**src/logic/ahb_sram_defines.svh**
```systemverilog
// Memory map and SRAM sizing for the AHB-Lite memory subsystem
// Included by the package and by any RTL that needs the raw numbers
// Each SRAM region is 4 KB and decodes on the address bits above AWIDTH

`ifndef AHB_SRAM_DEFINES_SVH
`define AHB_SRAM_DEFINES_SVH

// ------------------------------
// SRAM geometry
// ------------------------------
// Byte address width of one SRAM
`define AHB_SRAM_AWIDTH 12
// Depth in 32-bit words, must equal 2**(AWIDTH-2)
`define AHB_SRAM_WORDS 1024

// ------------------------------
// Region bases
// ------------------------------
`define AHB_CODE_BASE 32'h0000_0000
`define AHB_DATA_BASE 32'h2000_0000

`endif

```
**src/logic/ahb_sram_pkg.sv**
```systemverilog
// Shared types for the AHB-Lite memory subsystem
// AHB encodings, the address-phase request bundle, the SRAM port bundle
// and the slave slot names used by the decoder and testbench

`include "ahb_sram_defines.svh"

package ahb_sram_pkg;

   // ------------------------------
   // AHB encodings
   // ------------------------------
   typedef enum logic [1:0] {
      IDLE   = 2'b00,
      BUSY   = 2'b01,
      NONSEQ = 2'b10,
      SEQ    = 2'b11
   } htrans_e;

   // Only the three sizes a 32-bit bus can carry
   typedef enum logic [2:0] {
      BYTE = 3'b000,
      HALF = 3'b001,
      WORD = 3'b010
   } hsize_e;

   typedef enum logic {
      OKAY  = 1'b0,
      ERROR = 1'b1
   } hresp_e;

   // Address-phase signals from the master
   typedef struct packed {
      logic [31:0] haddr;
      htrans_e     htrans;
      logic        hwrite;
      hsize_e      hsize;
      logic [2:0]  hburst;   // carried, not used
      logic [3:0]  hprot;    // carried, not used
      logic        hmastlock;
   } ahb_req_t;

   // Bridge to SRAM strobes, word addressed
   typedef struct packed {
      logic                          cs;
      logic [3:0]                    we;
      logic [`AHB_SRAM_AWIDTH-3:0]   ad;
      logic [31:0]                   wd;
   } sram_req_t;

   // Which slave owns a transfer
   typedef enum logic [1:0] {
      SLOT_CODE = 2'd0,
      SLOT_DATA = 2'd1,
      SLOT_NONE = 2'd2
   } slot_e;

   // Default slave FSM
   typedef enum logic {
      DS_IDLE = 1'b0,
      DS_ERR  = 1'b1
   } dslv_state_e;

endpackage

```
**src/logic/ahb_addr_decoder.sv**
```systemverilog
// AHB-Lite address decoder and slave response multiplexer
// Address phase decodes HADDR into one select per slave
// The slot of each accepted active transfer is registered and steers
// read data, ready and response back to the master in the data phase

`timescale 1ns/1ps

`include "ahb_sram_defines.svh"

module ahb_addr_decoder (
   input  logic                   HCLK,
   input  logic                   HRESETn,
   input  ahb_sram_pkg::ahb_req_t ahb_req,
   input  logic                   hready,
   output logic                   sel_code,
   output logic                   sel_data,
   output logic                   sel_none,
   input  logic [31:0]            rdata_code,
   input  logic [31:0]            rdata_data,
   input  logic                   dslv_ready,
   input  ahb_sram_pkg::hresp_e   dslv_resp,
   output logic [31:0]            hrdata,
   output logic                   hready_out,
   output ahb_sram_pkg::hresp_e   hresp
);

   import ahb_sram_pkg::*;

   localparam int          AW        = `AHB_SRAM_AWIDTH;
   localparam logic [31:0] CODE_BASE = `AHB_CODE_BASE;
   localparam logic [31:0] DATA_BASE = `AHB_DATA_BASE;

   slot_e addr_slot;
   slot_e dslot_q;
   logic  dphase_q;
   logic  active;

   // ------------------------------
   // Address phase decode
   // ------------------------------
   // Region match on the bits above the SRAM size
   assign sel_code = (ahb_req.haddr[31:AW] == CODE_BASE[31:AW]);
   assign sel_data = (ahb_req.haddr[31:AW] == DATA_BASE[31:AW]);
   assign sel_none = !sel_code && !sel_data;

   assign addr_slot = sel_code ? SLOT_CODE : (sel_data ? SLOT_DATA : SLOT_NONE);
   assign active    = ahb_req.htrans inside {NONSEQ, SEQ};

   // ------------------------------
   // Data phase slot
   // ------------------------------
   // Advances only when the bus moves on
   always_ff @(posedge HCLK or negedge HRESETn) begin
      if (!HRESETn) begin
         dslot_q  <= SLOT_NONE;
         dphase_q <= 1'b0;
      end else if (hready) begin
         dslot_q  <= active ? addr_slot : SLOT_NONE;
         dphase_q <= active;
      end
   end

   // ------------------------------
   // Response mux
   // ------------------------------
   // SRAM slots never stall or fail
   always_comb begin
      hrdata     = '0;
      hready_out = 1'b1;
      hresp      = OKAY;
      if (dphase_q) begin
         case (dslot_q)
            SLOT_CODE: hrdata = rdata_code;
            SLOT_DATA: hrdata = rdata_data;
            default: begin
               // Default slave owns ready and response
               hready_out = dslv_ready;
               hresp      = dslv_resp;
            end
         endcase
      end
   end

endmodule

```
**config.mk**
```make
export PLATFORM = sky130hd
export DESIGN_NAME = ahb_addr_decoder
export DESIGN_NICKNAME = d
export VERILOG_FILES = /design/src/logic/ahb_sram_pkg.sv /design/src/logic/ahb_addr_decoder.sv
export VERILOG_INCLUDE_DIRS = /design/src /design/src/logic
export SDC_FILE = /design/constraint.sdc
export NUM_CORES = 1
export LEC_CHECK = 0
export BUFFER_PORTS_ARGS = -buffer_cell sky130_fd_sc_hd__buf_2
export CAP_MARGIN = 20
export CORE_ASPECT_RATIO = 0.7
export CORE_MARGIN = 2
export CORE_UTILIZATION = 21
export CTS_CLUSTER_DIAMETER = 100
export CTS_CLUSTER_SIZE = 12
export DETAILED_ROUTE_END_ITERATION = 10
export PLACE_DENSITY = 0.78
export SKIP_LAST_GASP = 1
export SYNTH_ARGS = -nofsm -noshare
export SYNTH_HDL_FRONTEND = slang
export SYNTH_SLANG_ARGS = --single-unit
export TNS_END_PERCENT = 20
```
**constraint.sdc**
```tcl
create_clock -name HCLK -period 1.2 [get_ports HCLK]
set_clock_uncertainty 0.05 [all_clocks]
set_input_delay 0.18 -clock HCLK [delete_from_list [all_inputs] [get_ports HCLK]]
set_output_delay 0.18 -clock HCLK [all_outputs]
set_load 0.02 [all_outputs]
```
==> summary.md, run 1 <==
| Metric | Value |
|---|---|
| Status | finished with violations |
| Failing checks | negative setup slack |
| Core Rows | 17 |
| Detailed Route WL | 2990 um |
| Post-DR wirelength/cell | 11.2 um |
| Post-DRT Antenna Nets | 0 |
| Combinational power share | 37.8% |
| Area of placed instances | 1410 um2 |
| Final critical-path required period | 1480 ps |
| Top cells by area, synth | mux2i_1 47%, nor2_1 18%, dfrtp_1 7.4% |
| Total track usage | 14.1% |
| Largest net degree at the start of global routing | 18 |
| Initial DRT Pass Iterations | 3 |
| Synth cell types | 21 |
| Synth warn | 0 |
| Final nets | 344 |
| RSZ-0062 raised after global routing | yes |
| DR DRC count | 0 |
| DP HPWL | 2230 um |
| Sw frac | 25.2% |
| Final hold vios | 0 |
| Final setup margin | -282 ps |
| Area growth syn-to-layout | 137% |
| Fin cells | 266 |
| Worst EP arrival | 1250 ps |
| Worst reg2reg startpoint | dslot_q[0] |
| Remaining Overflow, GRT | 0 |
| Post-Synthesis Net Count | 210 |
| Slew Viols, Final | 0 |
| Sw power | 164 uW |
| Global placement routability congestion | 0.705 |
| Number of diodes | 0 |
| Max Cap Viol | 0 |
| Synth Cell Area | 681 um2 |
| Root Driver | clkbuf_8 |
| Vias in the first global route | 1037 |
| CP Class | flip-flop to output port |
| Max frequency | 0.675 GHz |
| Critical Path Fanout Max | 9 |
| Die Area | 3720 um2 |
| Share of cells above drive strength 1 | 66.7% |
| Clock transition at path regs | 30 ps |
| Synth area leader | mux2i_1 |
| Worst skew pair latency | 210 ps |
| Worst EP required | 970 ps |
| Num ports | 152 |
| Dpl cells | 259 |
| Slew margin rel. | 84.8% |
| Clock Power Share | 45.4% |
| Pint | 486 uW |
| Total power | 649 uW |
| Via count | 1195 |
| Initial Utilization | 21.8% |
| Antenna violations before repair | 0 |
| Post-Syn Instances | 95 |
| H-Tree Depth | 1 |
| Post-synth top area share | 47.1% |
| Final Cycle Share | 123% |
| Number of buffers created by CTS | 3 |
| Startpoint types | flip-flop |
| Post-Syn Area per Cell | 7.16 um2 |
| Setup violations, final | 37 |
| Fin util | 51.5% |
| Maximum VDD drop | 0.000372 V |
| Sequential share of power | 16.7% |
| Initial DRC count | 6 |
| Clock Sinks | 3 |
| Final instance area | 1610 um2 |
| Vias per inst | 4.49 |
| Flops & latches, synth | 3 |
| Worst setup EP type | output port |
| Setup tns final | -9340 ps |
| Commonest non-fill, non-tap cell in the layout | buf_2 |
| Die X | 72.0 um |
| First-pass GRT wire length | 4180 um |
| P_leak | 0.000834 uW |
| Origin of the worst setup path | dslot_q[1] |
| Core Region | 3130 um2 |
| Worst R2R Setup Slack | 320 ps |
| Commonest non-fill, non-tap cells in the layout | 119 x buf_2, 32 x mux2i_1, 27 x nor2_1, 9 x buf_6, 5 x nor2_2 |
| Sequential fraction of the synthesis area | 11.2% |
| Die height | 51.6 um |
| Pwr/cell area | 403 nW/um2 |
| CTS tree | yes |
| CTS max path bufs | 2 |
| Fillers | 292 |
| Number of port buffers | 126 |
| Hold path start | hready |
| Worst Max-Slew Pin Slew | 226 ps |
| Min-delay worst type | input port to flip-flop |
-- final timing paths --
kind,cells past startpoint,to
hold / removal,2,dphase_q
max in group asynchronous,2,dslot_q[1]
hold reg to reg,2,dslot_q[1]
setup reg to reg,3,dslot_q[0]
min in group asynchronous,2,dphase_q
setup / recovery,4,hrdata[11]
-- power groups by stage --
stage               logic [uW]  registers (uW)  clock network (uW)
floorplan                 51.6             108                   0
global placement           201             107                   0
detailed placement         209             108                   0
CTS                        212             108                 294
global route               270             109                 311
finish                     246             109                 295
-- cell usage after synthesis, drive strengths merged --
cell type,n
dfstp,1
nand3b,1
dfrtp,2
inv,3
nor3,3
buf,6
nor4,4
nand2b,1
nand3,2
o21ai,1
mux2i,32
and3,1
clkbuf,1
or2,1
nand2,2
o32ai,1
o32a,1
nor2,32
-- routing by layer --
| layer | share of wire, % | up-vias | global-route usage, % |
|---|---|---|---|
| li1 | - | 599 | - |
| met1 | 35 | 520 | 15.1 |
| met2 | 54 | 74 | 28.4 |
| met3 | 11 | 2 | 2.91 |
| met4 | 0.70 | 0 | 2.83 |
| met5 | 0 | - | 0 |
-- per-stage QoR --
step	hold WS, ps	setup slack [ps]
after floorplan	-166	-108
after global placement	-74.6	-193
after detailed placement	-73.8	-204
after CTS	156	-288
after global routing	181	-330
final	160	-282
-- flip-flops by register name, indices dropped and copies added, names as in the netlist --
register and cells:
dslot_q 2, dphase_q 1
-- timing repair --
item,CTS,global route
cloned,1,0
gates resized for setup,7,18
pin swaps,0,7
hold buffers,1,0
buffers inserted,0,1
endpoints found under the setup margin,37,38
endpoints found under the hold margin,3,0
-- worst max-delay path, cell delays in order, from the launching register on --
cell and delay, ps:
dfstp_2 530, nand2b_4 150, buf_6 140, nor2_1 60
buf_2 150
-- cells by family (layout without fill, tap and decap cells) --
| logic type | Yosys count | after routing | share of synthesized area (%) |
|---|---|---|---|
| AOI/OAI and AO/OA | 3 | 3 | 3.49 |
| buffers and inverters | 10 | 143 | 7.35 |
| DFF | 3 | 3 | 11.2 |
| muxes | 32 | 32 | 47.1 |
| and+or+nand+nor | 47 | 47 | 30.9 |
-- cell type report --
type | instances | area (um2) | share of cell area, %
Clock buffer | 4 | 45.0 | 2.80
Inverter | 3 | 11.3 | 0.699
Multi-Input combinational cell | 82 | 633 | 39.3
Sequential cell | 3 | 77.6 | 4.81
Tap cell | 38 | 47.5 | 2.95
Timing Repair Buffer | 136 | 797 | 49.5
Note: power is estimated with default switching activity, not from simulation.
==> run 2: changes to the inputs <==
- PLACE_DENSITY: 0.78 -> 0.77
==> run 2 against run 1 <==
Compared with the run above: the flow still finishes with violations (negative setup slack); hold slack better by 17 ps; die area unchanged; sequential power barely moved; power decreased by 4.7%; flip-flop and latch count did not move; cell count increased by 0.75%; critical endpoint is now hrdata[31]; largest power group unchanged.
==> summary.md, run 2 (synthesized netlist as in run 1, its figures left out) <==
| Metric | Value |
|---|---|
| Status | finished with violations (unchanged) |
| Failing checks | negative setup slack (unchanged) |
| Area growth syn-to-layout | 130% (was 137%) |
| CP Cell Sequence | nand2b_4 > buf_8 > nor2_1 > buf_2 (was nand2b_4 > buf_6 > nor2_1 > buf_2) |
| Worst R2R Setup Slack | 290 ps (was 320 ps) |
| Critical path's top delay family | flip-flops (unchanged) |
| Area of the multi-input gates | 593 um2 (was 633 um2) |
| Core Region | 3130 um2 (unchanged) |
| Largest net degree at the start of global routing | 13 (was 18) |
| DP HPWL | 2320 um (was 2230 um) |
| Pwr/cell area | 396 nW/um2 (was 403 nW/um2) |
| Critical Path Fanout Max | 12 (was 9) |
| Top reg by flops | dslot_q (unchanged) |
| Min-delay worst type | input port to flip-flop (unchanged) |
| Detailed Route WL | 2870 um (was 2990 um) |
| Final setup margin | -288 ps (was -282 ps) |
| Dpl cells | 261 (was 259) |
| Max Cap Viol | 0 (unchanged) |
| Root Driver | clkbuf_8 (unchanged) |
| DR DRC count | 0 (unchanged) |
| Number of diodes | 0 (unchanged) |
| Number of port buffers | 126 (unchanged) |
| Die Area | 3720 um2 (unchanged) |
| Worst skew pair latency | 210 ps (about the same) |
| Fin cells | 268 (was 266) |
| Total track usage | 14.9% (was 14.1%) |
| Clock Sinks | 3 (unchanged) |
| Vias in the first global route | 1097 (was 1037) |
| Worst setup EP type | output port (unchanged) |
| Area of placed instances | 1440 um2 (was 1410 um2) |
| Slew margin rel. | 84.2% (was 84.8%) |
| Post-DRT Antenna Nets | 0 (unchanged) |
| Die height | 51.6 um (unchanged) |
| Global placement routability congestion | 0.705 (about the same) |
| Clock transition at path regs | 30 ps (about the same) |
| Master of the slowest instance on the critical path | dfstp_2 (unchanged) |
| Post-DR wirelength/cell | 10.7 um (was 11.2 um) |
| Buf/Inv on CP | 2 (unchanged) |
| Largest regs | dslot_q (2), dphase_q (1) (unchanged) |
| Core Rows | 17 (unchanged) |
| Fillers | 306 (was 292) |
| Maximum VDD drop | 0.000232 V (was 0.000372 V) |
| Commonest non-fill, non-tap cells in the layout | 124 x buf_2, 27 x mux2i_1, 27 x nor2_1, 6 x buf_4 (was 119 x buf_2, 32 x mux2i_1, 27 x nor2_1, 9 x buf_6, 5 x nor2_2) |
| Initial DRC count | 7 (was 6) |
| Final critical-path required period | 1490 ps (was 1480 ps) |
| Worst Max-Slew Pin Slew | 236 ps (was 226 ps) |
| Setup tns final | -9200 ps (was -9340 ps) |
| Final nets | 346 (was 344) |
| Max frequency | 0.672 GHz (was 0.675 GHz) |
| Initial DRT Pass Iterations | 4 (was 3) |
| Remaining Overflow, GRT | 0 (unchanged) |
| Final Cycle Share | 124% (was 123%) |
| CP Class | flip-flop to output port (unchanged) |
| Largest register FFs | 2 (unchanged) |
| CTS max path bufs | 2 (unchanged) |
| H-Tree Depth | 1 (unchanged) |
| First-pass GRT wire length | 4350 um (was 4180 um) |
| Final instance area | 1560 um2 (was 1610 um2) |
| Storage cell area | 77.6 um2 (unchanged) |
| Worst EP required | 970 ps (about the same) |
| Final hold vios | 0 (unchanged) |
| Commonest non-fill, non-tap cell in the layout | buf_2 (unchanged) |
| CTS tree | yes (unchanged) |
| RSZ-0062 raised after global routing | yes (unchanged) |
| Antenna violations before repair | 0 (unchanged) |
| Number of buffers created by CTS | 3 (unchanged) |
| Setup violations, final | 37 (unchanged) |
| Vias per inst | 4.35 (was 4.49) |
| Num ports | 152 (unchanged) |
| Slew Viols, Final | 0 (unchanged) |
| Initial Utilization | 21.8% (unchanged) |
| Worst EP arrival | 1260 ps (was 1250 ps) |
| Via count | 1165 (was 1195) |
| P_leak | 0.000832 uW (was 0.000834 uW) |
| Share of cells above drive strength 1 | 67.4% (was 66.7%) |
| Die X | 72.0 um (unchanged) |
| Startpoint types | flip-flop (unchanged) |
| Setup WS pre-CTS | -204 ps (about the same) |
| Slowest cell delay on critical path | 520 ps (was 530 ps) |
run 2: report_power, final:
group / leakage (uW) / switching [uW] / internal, uW / total (uW)
sequential: 0.0000350 / 3.49 / 105 / 109
combinational: 0.000774 / 79.5 / 141 / 220
clock: 0.0000228 / 63.6 / 226 / 290
run 2: metrics by stage:
step	hold slack (ps)	total power (uW)	utilization [%]
global placement	-74.4	309	46.0
global route	199	666	50.0
finish	177	619	50.0
detailed placement	-70.5	319	46.0
floorplan	-166	160	-
CTS	170	625	49.2
run 2: final timing paths:
kind / cells past startpoint / startpoint / end
worst min register to register: 2 / dslot_q[1] / dslot_q[1]
worst max register to register: 3 / dslot_q[0] / dslot_q[0]
min in group asynchronous: 2 / HRESETn / dphase_q
max in group asynchronous: 2 / HRESETn / dslot_q[1]
worst min-delay path: 2 / hready / dphase_q
worst max-delay path: 4 / dslot_q[1] / hrdata[31]
run 2: routing by layer:
metal  vias to the layer above  global-route usage [%]  routed length, um  share of wire, %
li1                        601                       -                  -                 -
met3                         2                    2.52                285               9.9
met4                         0                    5.66                 19              0.66
met2                        68                    29.3               1410                49
met1                       494                    16.1               1160                40
met5                         -                       0                  0                 0
run 2: worst register-to-register path: cells and delay by family (launching register included):
family / cells / cell delay, ps
flops: 1 / 450
buf+inv: 2 / 220
compound gates: 1 / 60
run 2: final cells by class:
| class | instances | share of cell area (%) |
|---|---|---|
| timing repair buffer | 138 | 50.4 |
| inverter | 3 | 0.721 |
| tap | 38 | 3.04 |
| multi-input combinational | 82 | 38.0 |
| clock buffer | 4 | 2.88 |
| sequential | 3 | 4.96 |
run 2: timing repair:
action                     CTS  global route
gates resized for setup     10             7
hold buffers                 1             0
cloned                       2             0
buffers inserted             0             0
setup endpoints to repair   37            39
hold endpoints to repair     3             0
