## config.mk

```make
export PLATFORM = sky130hd
export DESIGN_NAME = ahb_sram_bridge
export DESIGN_NICKNAME = d
export VERILOG_FILES = /design/src/logic/ahb_sram_pkg.sv /design/src/logic/ahb_sram_bridge.sv
export VERILOG_INCLUDE_DIRS = /design/src /design/src/logic
export SDC_FILE = /design/constraint.sdc
export NUM_CORES = 1
export LEC_CHECK = 0
export BUFFER_PORTS_ARGS = -buffer_cell sky130_fd_sc_hd__buf_2
export CORE_MARGIN = 5
export CORE_UTILIZATION = 44
export DETAILED_ROUTE_END_ITERATION = 7
export HOLD_SLACK_MARGIN = 0.05
export PLACE_DENSITY = 0.86
export SYNTH_ARGS = -nofsm -noshare
export SYNTH_HDL_FRONTEND = slang
export SYNTH_SLANG_ARGS = --single-unit
```

## constraint.sdc

```tcl
create_clock -name HCLK -period 2.25 [get_ports HCLK]
set_input_delay 0.45 -clock HCLK [delete_from_list [all_inputs] [get_ports HCLK]]
set_output_delay 0.45 -clock HCLK [all_outputs]
set_load 0.03 [all_outputs]
```

## src/logic/ahb_sram_defines.svh

```systemverilog
// Memory map and SRAM sizing for the AHB-Lite memory subsystem
// Included by the package and by any RTL that needs the raw numbers
// Each SRAM region is 4 KB and decodes on the address bits above AWIDTH

`ifndef AHB_SRAM_DEFINES_SVH
`define AHB_SRAM_DEFINES_SVH

// ------------------------------
// SRAM geometry
// ------------------------------
// Byte address width of one SRAM
`define AHB_SRAM_AWIDTH 12
// Depth in 32-bit words, must equal 2**(AWIDTH-2)
`define AHB_SRAM_WORDS 1024

// ------------------------------
// Region bases
// ------------------------------
`define AHB_CODE_BASE 32'h0000_0000
`define AHB_DATA_BASE 32'h2000_0000

`endif

```

## src/logic/ahb_sram_pkg.sv

```systemverilog
// Shared types for the AHB-Lite memory subsystem
// AHB encodings, the address-phase request bundle, the SRAM port bundle
// and the slave slot names used by the decoder and testbench

`include "ahb_sram_defines.svh"

package ahb_sram_pkg;

   // ------------------------------
   // AHB encodings
   // ------------------------------
   typedef enum logic [1:0] {
      IDLE   = 2'b00,
      BUSY   = 2'b01,
      NONSEQ = 2'b10,
      SEQ    = 2'b11
   } htrans_e;

   // Only the three sizes a 32-bit bus can carry
   typedef enum logic [2:0] {
      BYTE = 3'b000,
      HALF = 3'b001,
      WORD = 3'b010
   } hsize_e;

   typedef enum logic {
      OKAY  = 1'b0,
      ERROR = 1'b1
   } hresp_e;

   // Address-phase signals from the master
   typedef struct packed {
      logic [31:0] haddr;
      htrans_e     htrans;
      logic        hwrite;
      hsize_e      hsize;
      logic [2:0]  hburst;   // carried, not used
      logic [3:0]  hprot;    // carried, not used
      logic        hmastlock;
   } ahb_req_t;

   // Bridge to SRAM strobes, word addressed
   typedef struct packed {
      logic                          cs;
      logic [3:0]                    we;
      logic [`AHB_SRAM_AWIDTH-3:0]   ad;
      logic [31:0]                   wd;
   } sram_req_t;

   // Which slave owns a transfer
   typedef enum logic [1:0] {
      SLOT_CODE = 2'd0,
      SLOT_DATA = 2'd1,
      SLOT_NONE = 2'd2
   } slot_e;

   // Default slave FSM
   typedef enum logic {
      DS_IDLE = 1'b0,
      DS_ERR  = 1'b1
   } dslv_state_e;

endpackage

```

## src/logic/ahb_sram_bridge.sv

```systemverilog
// Zero-wait-state AHB-Lite to synchronous SRAM bridge
// Writes are held in a one-entry buffer so a following read can take
// the SRAM in its address phase; the buffer drains on the next free cycle
// Reads that hit the pending word get the buffered bytes merged in
// One instance per SRAM, selected by the address decoder

`timescale 1ns/1ps

`include "ahb_sram_defines.svh"

module ahb_sram_bridge (
   input  logic                    HCLK,
   input  logic                    HRESETn,
   input  ahb_sram_pkg::ahb_req_t  ahb_req,
   input  logic                    hsel,
   input  logic                    hready,
   input  logic [31:0]             hwdata,
   output logic [31:0]             hrdata,
   output ahb_sram_pkg::sram_req_t ram,
   input  logic [31:0]             ramrd
);

   import ahb_sram_pkg::*;

   localparam int AW = `AHB_SRAM_AWIDTH;

   // ------------------------------
   // Buffer state
   // ------------------------------
   // Pending byte enables, nonzero while a write waits for the SRAM
   logic [3:0]    buf_we_q;
   logic [AW-3:0] buf_waddr_q;
   logic [31:0]   buf_wdata_q;
   // Set once HWDATA has been parked in buf_wdata_q
   logic          buf_wdata_v_q;
   // Read address matched the pending word
   logic          buf_hit_q;

   logic          ahb_access;
   logic          ahb_write;
   logic          ahb_read;
   logic          ram_write;
   logic          buf_wdata_en;
   logic [3:0]    byte_sels;
   logic [3:0]    merge;
   logic [AW-3:0] haddr_word;

   // ------------------------------
   // Transfer qualification
   // ------------------------------
   assign ahb_access = hsel && hready && (ahb_req.htrans inside {NONSEQ, SEQ});
   assign ahb_write  = ahb_access &&  ahb_req.hwrite;
   assign ahb_read   = ahb_access && !ahb_req.hwrite;
   assign haddr_word = ahb_req.haddr[AW-1:2];

   // A read always wins the SRAM, the pending write waits
   assign ram_write  = (|buf_we_q) && !ahb_read;

   // Park HWDATA when the write data phase loses the SRAM to a read
   assign buf_wdata_en = (|buf_we_q) && ahb_read && !buf_wdata_v_q;

   // Byte lanes from size and low address bits
   always_comb begin
      case (ahb_req.hsize)
         BYTE:    byte_sels = 4'b0001 << ahb_req.haddr[1:0];
         HALF:    byte_sels = ahb_req.haddr[1] ? 4'b1100 : 4'b0011;
         default: byte_sels = 4'b1111;
      endcase
   end

   // ------------------------------
   // Control registers
   // ------------------------------
   // Loaded on a write address phase, cleared when the buffer drains
   always_ff @(posedge HCLK or negedge HRESETn) begin
      if (!HRESETn) begin
         buf_we_q <= 4'b0000;
      end else if (ahb_write || ram_write) begin
         buf_we_q <= ahb_write ? byte_sels : 4'b0000;
      end
   end

   always_ff @(posedge HCLK or negedge HRESETn) begin
      if (!HRESETn) begin
         buf_wdata_v_q <= 1'b0;
      end else if (buf_wdata_en || ram_write) begin
         buf_wdata_v_q <= buf_wdata_en;
      end
   end

   // ------------------------------
   // Payload registers
   // ------------------------------
   always_ff @(posedge HCLK) begin
      if (ahb_write) begin
         buf_waddr_q <= haddr_word;
      end
   end

   // Only the enabled lanes are stored
   always_ff @(posedge HCLK) begin
      for (int b = 0; b < 4; b++) begin
         if (buf_wdata_en && buf_we_q[b]) begin
            buf_wdata_q[8*b +: 8] <= hwdata[8*b +: 8];
         end
      end
   end

   always_ff @(posedge HCLK) begin
      if (ahb_read) begin
         buf_hit_q <= (haddr_word == buf_waddr_q);
      end
   end

   // ------------------------------
   // Read data merge
   // ------------------------------
   // Pending lanes of a hit come from the buffer, the rest from the SRAM
   assign merge = {4{buf_hit_q}} & buf_we_q;

   always_comb begin
      for (int b = 0; b < 4; b++) begin
         hrdata[8*b +: 8] = merge[b] ? buf_wdata_q[8*b +: 8] : ramrd[8*b +: 8];
      end
   end

   // ------------------------------
   // SRAM port
   // ------------------------------
   always_comb begin
      ram.cs = ahb_read || ram_write;
      // No byte enables on a read
      ram.we = {4{ram_write}} & buf_we_q;
      ram.ad = ahb_read ? haddr_word : buf_waddr_q;
      // Live HWDATA when the write lands in its own data phase
      ram.wd = buf_wdata_v_q ? buf_wdata_q : hwdata;
   end

endmodule

```

==> results of run 1 <==
-- state kept, by name, summed over array words and instances, names as in the netlist --
register and count:
buf_wdata_q 32, buf_waddr_q 10, buf_we_q 4, buf_hit_q 1
buf_wdata_v_q 1
-- metal layers --
metal	up-vias	GRT usage (%)	wire length [um]
met1	997	20.8	2740
li1	1006	-	-
met3	8	4.73	685
met2	103	31.5	3430
met5	-	0	0
met4	0	4.11	74
-- area by class of cell --
class | instances | area, um2
multi-input cells | 118 | 1150
clock buffers | 6 | 72.6
well taps | 75 | 93.8
fillers | 497 | 2220
clock inverters | 2 | 35.0
flip-flops and latches | 48 | 1420
inverters | 3 | 11.3
repair buffers | 166 | 853
-- report_power, final --
group          leakage [nW]  internal, mW  total, mW  switching (mW)
Clock                0.0552         0.330      0.607           0.277
Combinational          1.11         0.216      0.541           0.325
Sequential            0.459         0.981      0.992          0.0112
Total                  1.62          1.53       2.14           0.614
-- synthesized netlist by cell type --
master    instances  share of area, %
mux2_2           71                31
edfxtp_1         43                49
and2_1            8               1.9
xnor2_1           8               2.7
dfrtp_1           5               4.8
o21ai_0           5              0.96
a22o_1            4               1.3
buf_2             4              0.77
nand2_2           4              0.96
inv_1             3              0.43
mux2_4            3               1.7
nor2_1            3              0.43
nand2_1           2              0.29
nand4_1           2              0.48
nor4_1            2              0.48
xor2_1            2              0.67
buf_6             1              0.43
nand3_1           1              0.19
nand4b_4          1              0.91
nor2_2            1              0.24
nor2b_1           1              0.24
-- stage by stage --
step	power (mW)	instance area (um2)	hold WS, ps	std cells	util (%)
finish	2.14	3630	339	418	62.1
global route	2.23	3630	319	418	62.1
CTS	2.16	3630	331	418	62.1
detailed placement	1.55	3520	268	409	60.1
global placement	1.54	3520	263	409	60.1
floorplan	1.35	2610	154	174	-
-- what timing repair did --
action	4_1_cts	5_1_grt
hold endpoints to repair	5	0
setup buffers	0	0
hold buffers	1	0
-- cells by family after synthesis --
logic type | Yosys count
multiplexers | 74
flip-flops | 48
AND/OR/NAND/NOR | 25
XOR/XNOR | 10
AO/OA/AOI/OAI | 9
buffers and inverters | 8
-- worst reg2reg max path, delay by kind of cell, from the launching register on --
kind | cells | cell delay, ps
AND/OR/NAND/NOR | 2 | 610
flip-flops | 1 | 500
-- path summary, 6_finish.rpt --
path,depth (start not counted),end,startpoint
max,3,ram[19],buf_wdata_v_q
min,1,buf_wdata_q[12],hwdata[12]
max reg2reg,2,buf_wdata_q[20],buf_wdata_v_q
min reg2reg,1,buf_we_q[2],buf_we_q[2]
max in group asynchronous,2,buf_we_q[1],HRESETn
min in group asynchronous,2,buf_wdata_v_q,HRESETn
==> impl_metrics.py, run 1 <==
metrics = {
    "floorplanning": {
        "rows": 28,
        "initial_core_util_pct": 44.6,
        "die_y_um": 87.0,
        "die_x_um": 87.0,
        "core_mm2": 0.00585,
        "boundaryPins": 193,
        "die-area_mm2": 0.00758,
    },
    "grt": {
        "grt_overflow": 0,
        "antenna_found_initial": 0,
        "grt_pass1_wl_um": 10400,
        "grt_usage_pct": 17.6,
        "grt_max_degree": 30,
        "grt_pass1_vias": 2154,
    },
    "setup_path": {
        "path_max_fanout": 29,
        "critical_path_required_ps": 1800,
        "r2r_setup_slack_ps": 800,
        "cpPeakStageDelay_ps": 540,
        "path_cells": "buf_12 -> mux2_2 -> buf_2",
        "crit_type": "flip-flop to output pin",
        "crit_path_start_kind": "flip-flop",
        "crit_path_top_delay_cell": "dfrtp_1",
        "crit_path_end_kind": "output pin",
        "critPathTopFamily": "flip-flops",
        "cp_num_buf_inv": 2,
        "worstPathArrival_ps": 1650,
    },
    "clocking": {
        "cts_buffer_depth": 2,
        "cts_resized": 0,
        "cts-root-buf": "clkbuf_8",
        "clock_latency_ps": 290,
        "cts_buffers": 5,
        "cts_max_level": 2,
        "path_clk_slew_ps": 90,
        "tritoncts": "built",
        "clock-sinks": 48,
    },
    "drt": {
        "drt_iter0_markers": 41,
        "wl_per_cell_um": 16.6,
        "drtPass1Iterations": 3,
        "vias_per_cell": 5.06,
        "wirelength_um": 6920,
        "drc_errors": 0,
        "vias": 2114,
        "final_antenna_net_count": 0,
    },
    "sta": {
        "worstMarginPinSlew_ps": 418,
        "fin_crit_ps": 2100,
        "finalClockSkew_ps": 4.04,
        "hold_viol_final": 0,
        "fin_tns_setup_ps": 0,
        "grt_setup_unrepaired": "no",
        "slew_headroom_pct": 71.9,
        "setup_ws_ps": 151,
        "maxSlewViolCount": 0,
        "setup_violations": 0,
        "fin_crit_sh_pct": 93.3,
        "max_freq_ghz": 0.476,
    },
    "synthesis": {
        "synth.cell_area_mm2": 0.00261,
        "synth_simple_gate_area_share_pct": 6.13,
        "ys_ff_latch": 48,
        "yosysWarnings": 0,
        "avgSynthCellArea_um2": 15.0,
        "synth_top_family_by_area": "multiplexers",
        "synth_xor_area_share_pct": 3.35,
        "synthAdderAreaFrac_pct": 0,
        "syn_inst": 174,
        "ys_seq_area_share_pct": 54.2,
        "muxShareOfSynthArea_pct": 32.3,
        "synth_cell_type_count": 21,
        "synth_nets": 288,
        "synth-compound-area-share_pct": 2.30,
    },
    "finish": {
        "syn_to_final_growth_pct": 39.2,
        "n_antenna_cell": 0,
        "final_cell_mix": "buf_2, mux2_2, edfxtp_1, and2_1, xnor2_1",
        "nets": 456,
        "layout_commonest_cell": "buf_2",
        "drive_gt1_share_pct": 73.5,
    },
    "pwr": {
        "p_leak_nw": 1.62,
        "irDropWorstVdd_mv": 0.336,
        "p_per_area_mw_per_mm2": 589,
    },
    "job": {
        "drv_cap": 0,
    },
    "min_path": {
        "hp-class": "primary input to flip-flop",
    },
    "run_status": {
        "status": "finished clean",
    },
    "placement": {
        "dp_hpwl_um": 5450,
        "io_buffers": 163,
        "routabilityCongestion": 0.725,
        "place_ws_ps": 304,
    },
}
Power figures use the tool's default switching activity.
==> run 2, diff against run 1 <==
--- a/config.mk
+++ b/config.mk
@@ -6,7 +6,7 @@
 export SDC_FILE = /design/constraint.sdc
 export NUM_CORES = 1
 export LEC_CHECK = 0
-export BUFFER_PORTS_ARGS = -buffer_cell sky130_fd_sc_hd__buf_2
+export BUFFER_PORTS_ARGS = -buffer_cell sky130_fd_sc_hd__buf_4
 export CORE_MARGIN = 5
 export CORE_UTILIZATION = 44
 export DETAILED_ROUTE_END_ITERATION = 7
==> run 2 against run 1 <==
Compared with the run above:
- fmax is 2.3% higher
- die area stayed put
- cell count is 0.24% higher
- first-iteration DRC count is 12% higher
- count of clock-buffer cells in the layout stayed put
- clock skew is 3.4 ps higher
- sequential power is 0.4% lower
- combinational power is 18% higher
- global-route usage is 0.31 points higher
- clock power is 19% higher
- sequential share of layout area is 4.1 points lower
==> impl_metrics.py, run 2 (synthesis results as in run 1) <==
metrics = {
    "pwr": {
        "p_leak_nw": 1.77,
        "p_per_area_mw_per_mm2": 579,
        "irDropWorstVdd_mv": 0.317,
    },
    "grt": {
        "gr-usage-met3_pct": 5.30,
        "grt_overflow": 0,
        "grt_use_met1_pct": 21.2,
        "grt_pass1_wl_um": 10500,
        "grt_pass1_vias": 2096,
        "grt_busiest_layer": "met2",
        "grt_max_degree": 25,
        "antenna_found_initial": 0,
        "grt_usage_pct": 17.9,
        "met2_usage_pct": 32.1,
    },
    "finish": {
        "nets": 457,
        "fill_cells": 444,
        "utilization_pct": 69.4,
        "multi_input_area_mm2": 0.00115,
        "final_cell_mix": "buf_4, mux2_2, edfxtp_1, and2_1, xnor2_1",
        "top_regs": "buf_wdata_q x32, buf_waddr_q x10, buf_we_q x4",
        "n_antenna_cell": 0,
        "top_register": "buf_wdata_q",
        "final-seq-area_mm2": 0.00142,
        "drive_gt1_share_pct": 73.5,
        "largest_register_ffs": 32,
        "layout_commonest_cell": "buf_4",
        "syn_to_final_growth_pct": 55.6,
    },
    "placement": {
        "routabilityCongestion": 0.749,
        "dp_hpwl_um": 5830,
        "io_buffers": 163,
    },
    "sta": {
        "maxSlewViolCount": 0,
        "fin_crit_ps": 2050,
        "fin_tns_setup_ps": 0,
        "finalClockSkew_ps": 7.42,
        "hold_viol_final": 0,
        "grt_setup_unrepaired": "no",
        "fin_crit_sh_pct": 91.2,
        "slew_headroom_pct": 72.1,
        "worstMarginPinSlew_ps": 415,
        "setup_violations": 0,
        "max_freq_ghz": 0.487,
    },
    "drt": {
        "drt_iter0_markers": 46,
        "vias_per_cell": 4.93,
        "vias": 2066,
        "drc_errors": 0,
        "drtPass1Iterations": 3,
        "final_antenna_net_count": 0,
        "wl_per_cell_um": 17.3,
        "wirelength_um": 7250,
    },
    "job": {
        "drv_cap": 0,
    },
    "floorplanning": {
        "core_mm2": 0.00585,
        "die-area_mm2": 0.00758,
        "rows": 28,
        "boundaryPins": 193,
        "die_x_um": 87.0,
        "die_y_um": 87.0,
        "initial_core_util_pct": 44.6,
    },
    "setup_path": {
        "cpPeakStageDelay_ps": 490,
        "path_cells": "nand2_2 -> mux2_2 -> buf_4",
        "critPathTopFamily": "flip-flops",
        "crit_path_top_delay_cell": "edfxtp_1",
        "crit_path_start_kind": "flip-flop",
        "cp_num_buf_inv": 1,
        "crit_path_end_kind": "output pin",
        "critical_path_required_ps": 1800,
        "worstPathArrival_ps": 1600,
        "crit_type": "flip-flop to output pin",
        "path_max_fanout": 8,
    },
    "clocking": {
        "path_clk_slew_ps": 90,
        "tritoncts": "built",
        "cts_buffers": 5,
        "postCtsSetupRepairBufs": 0,
        "cts_buffer_depth": 2,
        "cts_resized": 0,
        "cts-root-buf": "clkbuf_8",
        "clock-sinks": 48,
        "cts_max_level": 2,
        "clock_latency_ps": 300,
    },
    "run_status": {
        "status": "finished clean",
    },
    "min_path": {
        "hp-class": "primary input to flip-flop",
    },
}
## run 2: changes by cell type in the layout (fill, tap and decap cells not counted), sizes merged
| cell | change |
|---|---|
| buf | +1 |
| bufinv | +1 |
| clkinv | -1 |
## run 2: path summary, 6_finish.rpt
path	from	slack, ps	cells past startpoint	to
worst max-delay path	buf_hit_q	200	3	hrdata[22]
worst min-delay path	hwdata[17]	330	1	buf_wdata_q[17]
worst max register to register	buf_wdata_v_q	690	3	buf_wdata_q[31]
worst min register to register	buf_we_q[3]	600	1	buf_we_q[3]
max in group asynchronous	HRESETn	1660	2	buf_we_q[0]
min in group asynchronous	HRESETn	480	2	buf_wdata_v_q
## run 2: per-stage QoR
stage | power [mW] | cells | hold slack, ps | area [um2] | setup slack (ps)
floorplan | 1.35 | 174 | 154 | 2610 | 606
global placement | 1.64 | 410 | 252 | 3920 | 300
detailed placement | 1.65 | 410 | 256 | 3920 | 304
CTS | 2.38 | 419 | 319 | 4060 | 180
global route | 2.44 | 419 | 314 | 4060 | 135
finish | 2.35 | 419 | 331 | 4060 | 199
## run 2: worst register-to-register path, cell delays in order (launching register included)
cell and delay (ps):
dfrtp_1 390, buf_4 240, nor2_2 200, and2_1 390
## run 2: report_power, final
| group | internal (mW) | switching [mW] |
|---|---|---|
| Sequential | 0.981 | 0.00751 |
| Clock | 0.444 | 0.280 |
| Combinational | 0.308 | 0.334 |
## run 2: final cells by class
class / instances / share of cell area (%)
Clock buffer: 6 / 1.79
Clock inverter: 2 / 1.48
Inverter: 3 / 0.277
Multi-Input combinational cell: 118 / 28.4
Sequential cell: 48 / 34.9
Tap cell: 75 / 2.31
Timing Repair Buffer: 167 / 30.9
## run 2: what timing repair did
item | 4_1_cts | 5_1_grt
setup endpoints to repair | 0 | 0
hold endpoints to repair | 5 | 0
hold buffers | 1 | 0
## run 2: layer usage
metal / share of wire (%) / vias up / wire (um)
li1: - / 998 / -
met1: 39 / 961 / 2810
met2: 51 / 101 / 3690
met3: 9.7 / 6 / 705
met4: 0.63 / 0 / 46
met5: 0 / - / 0
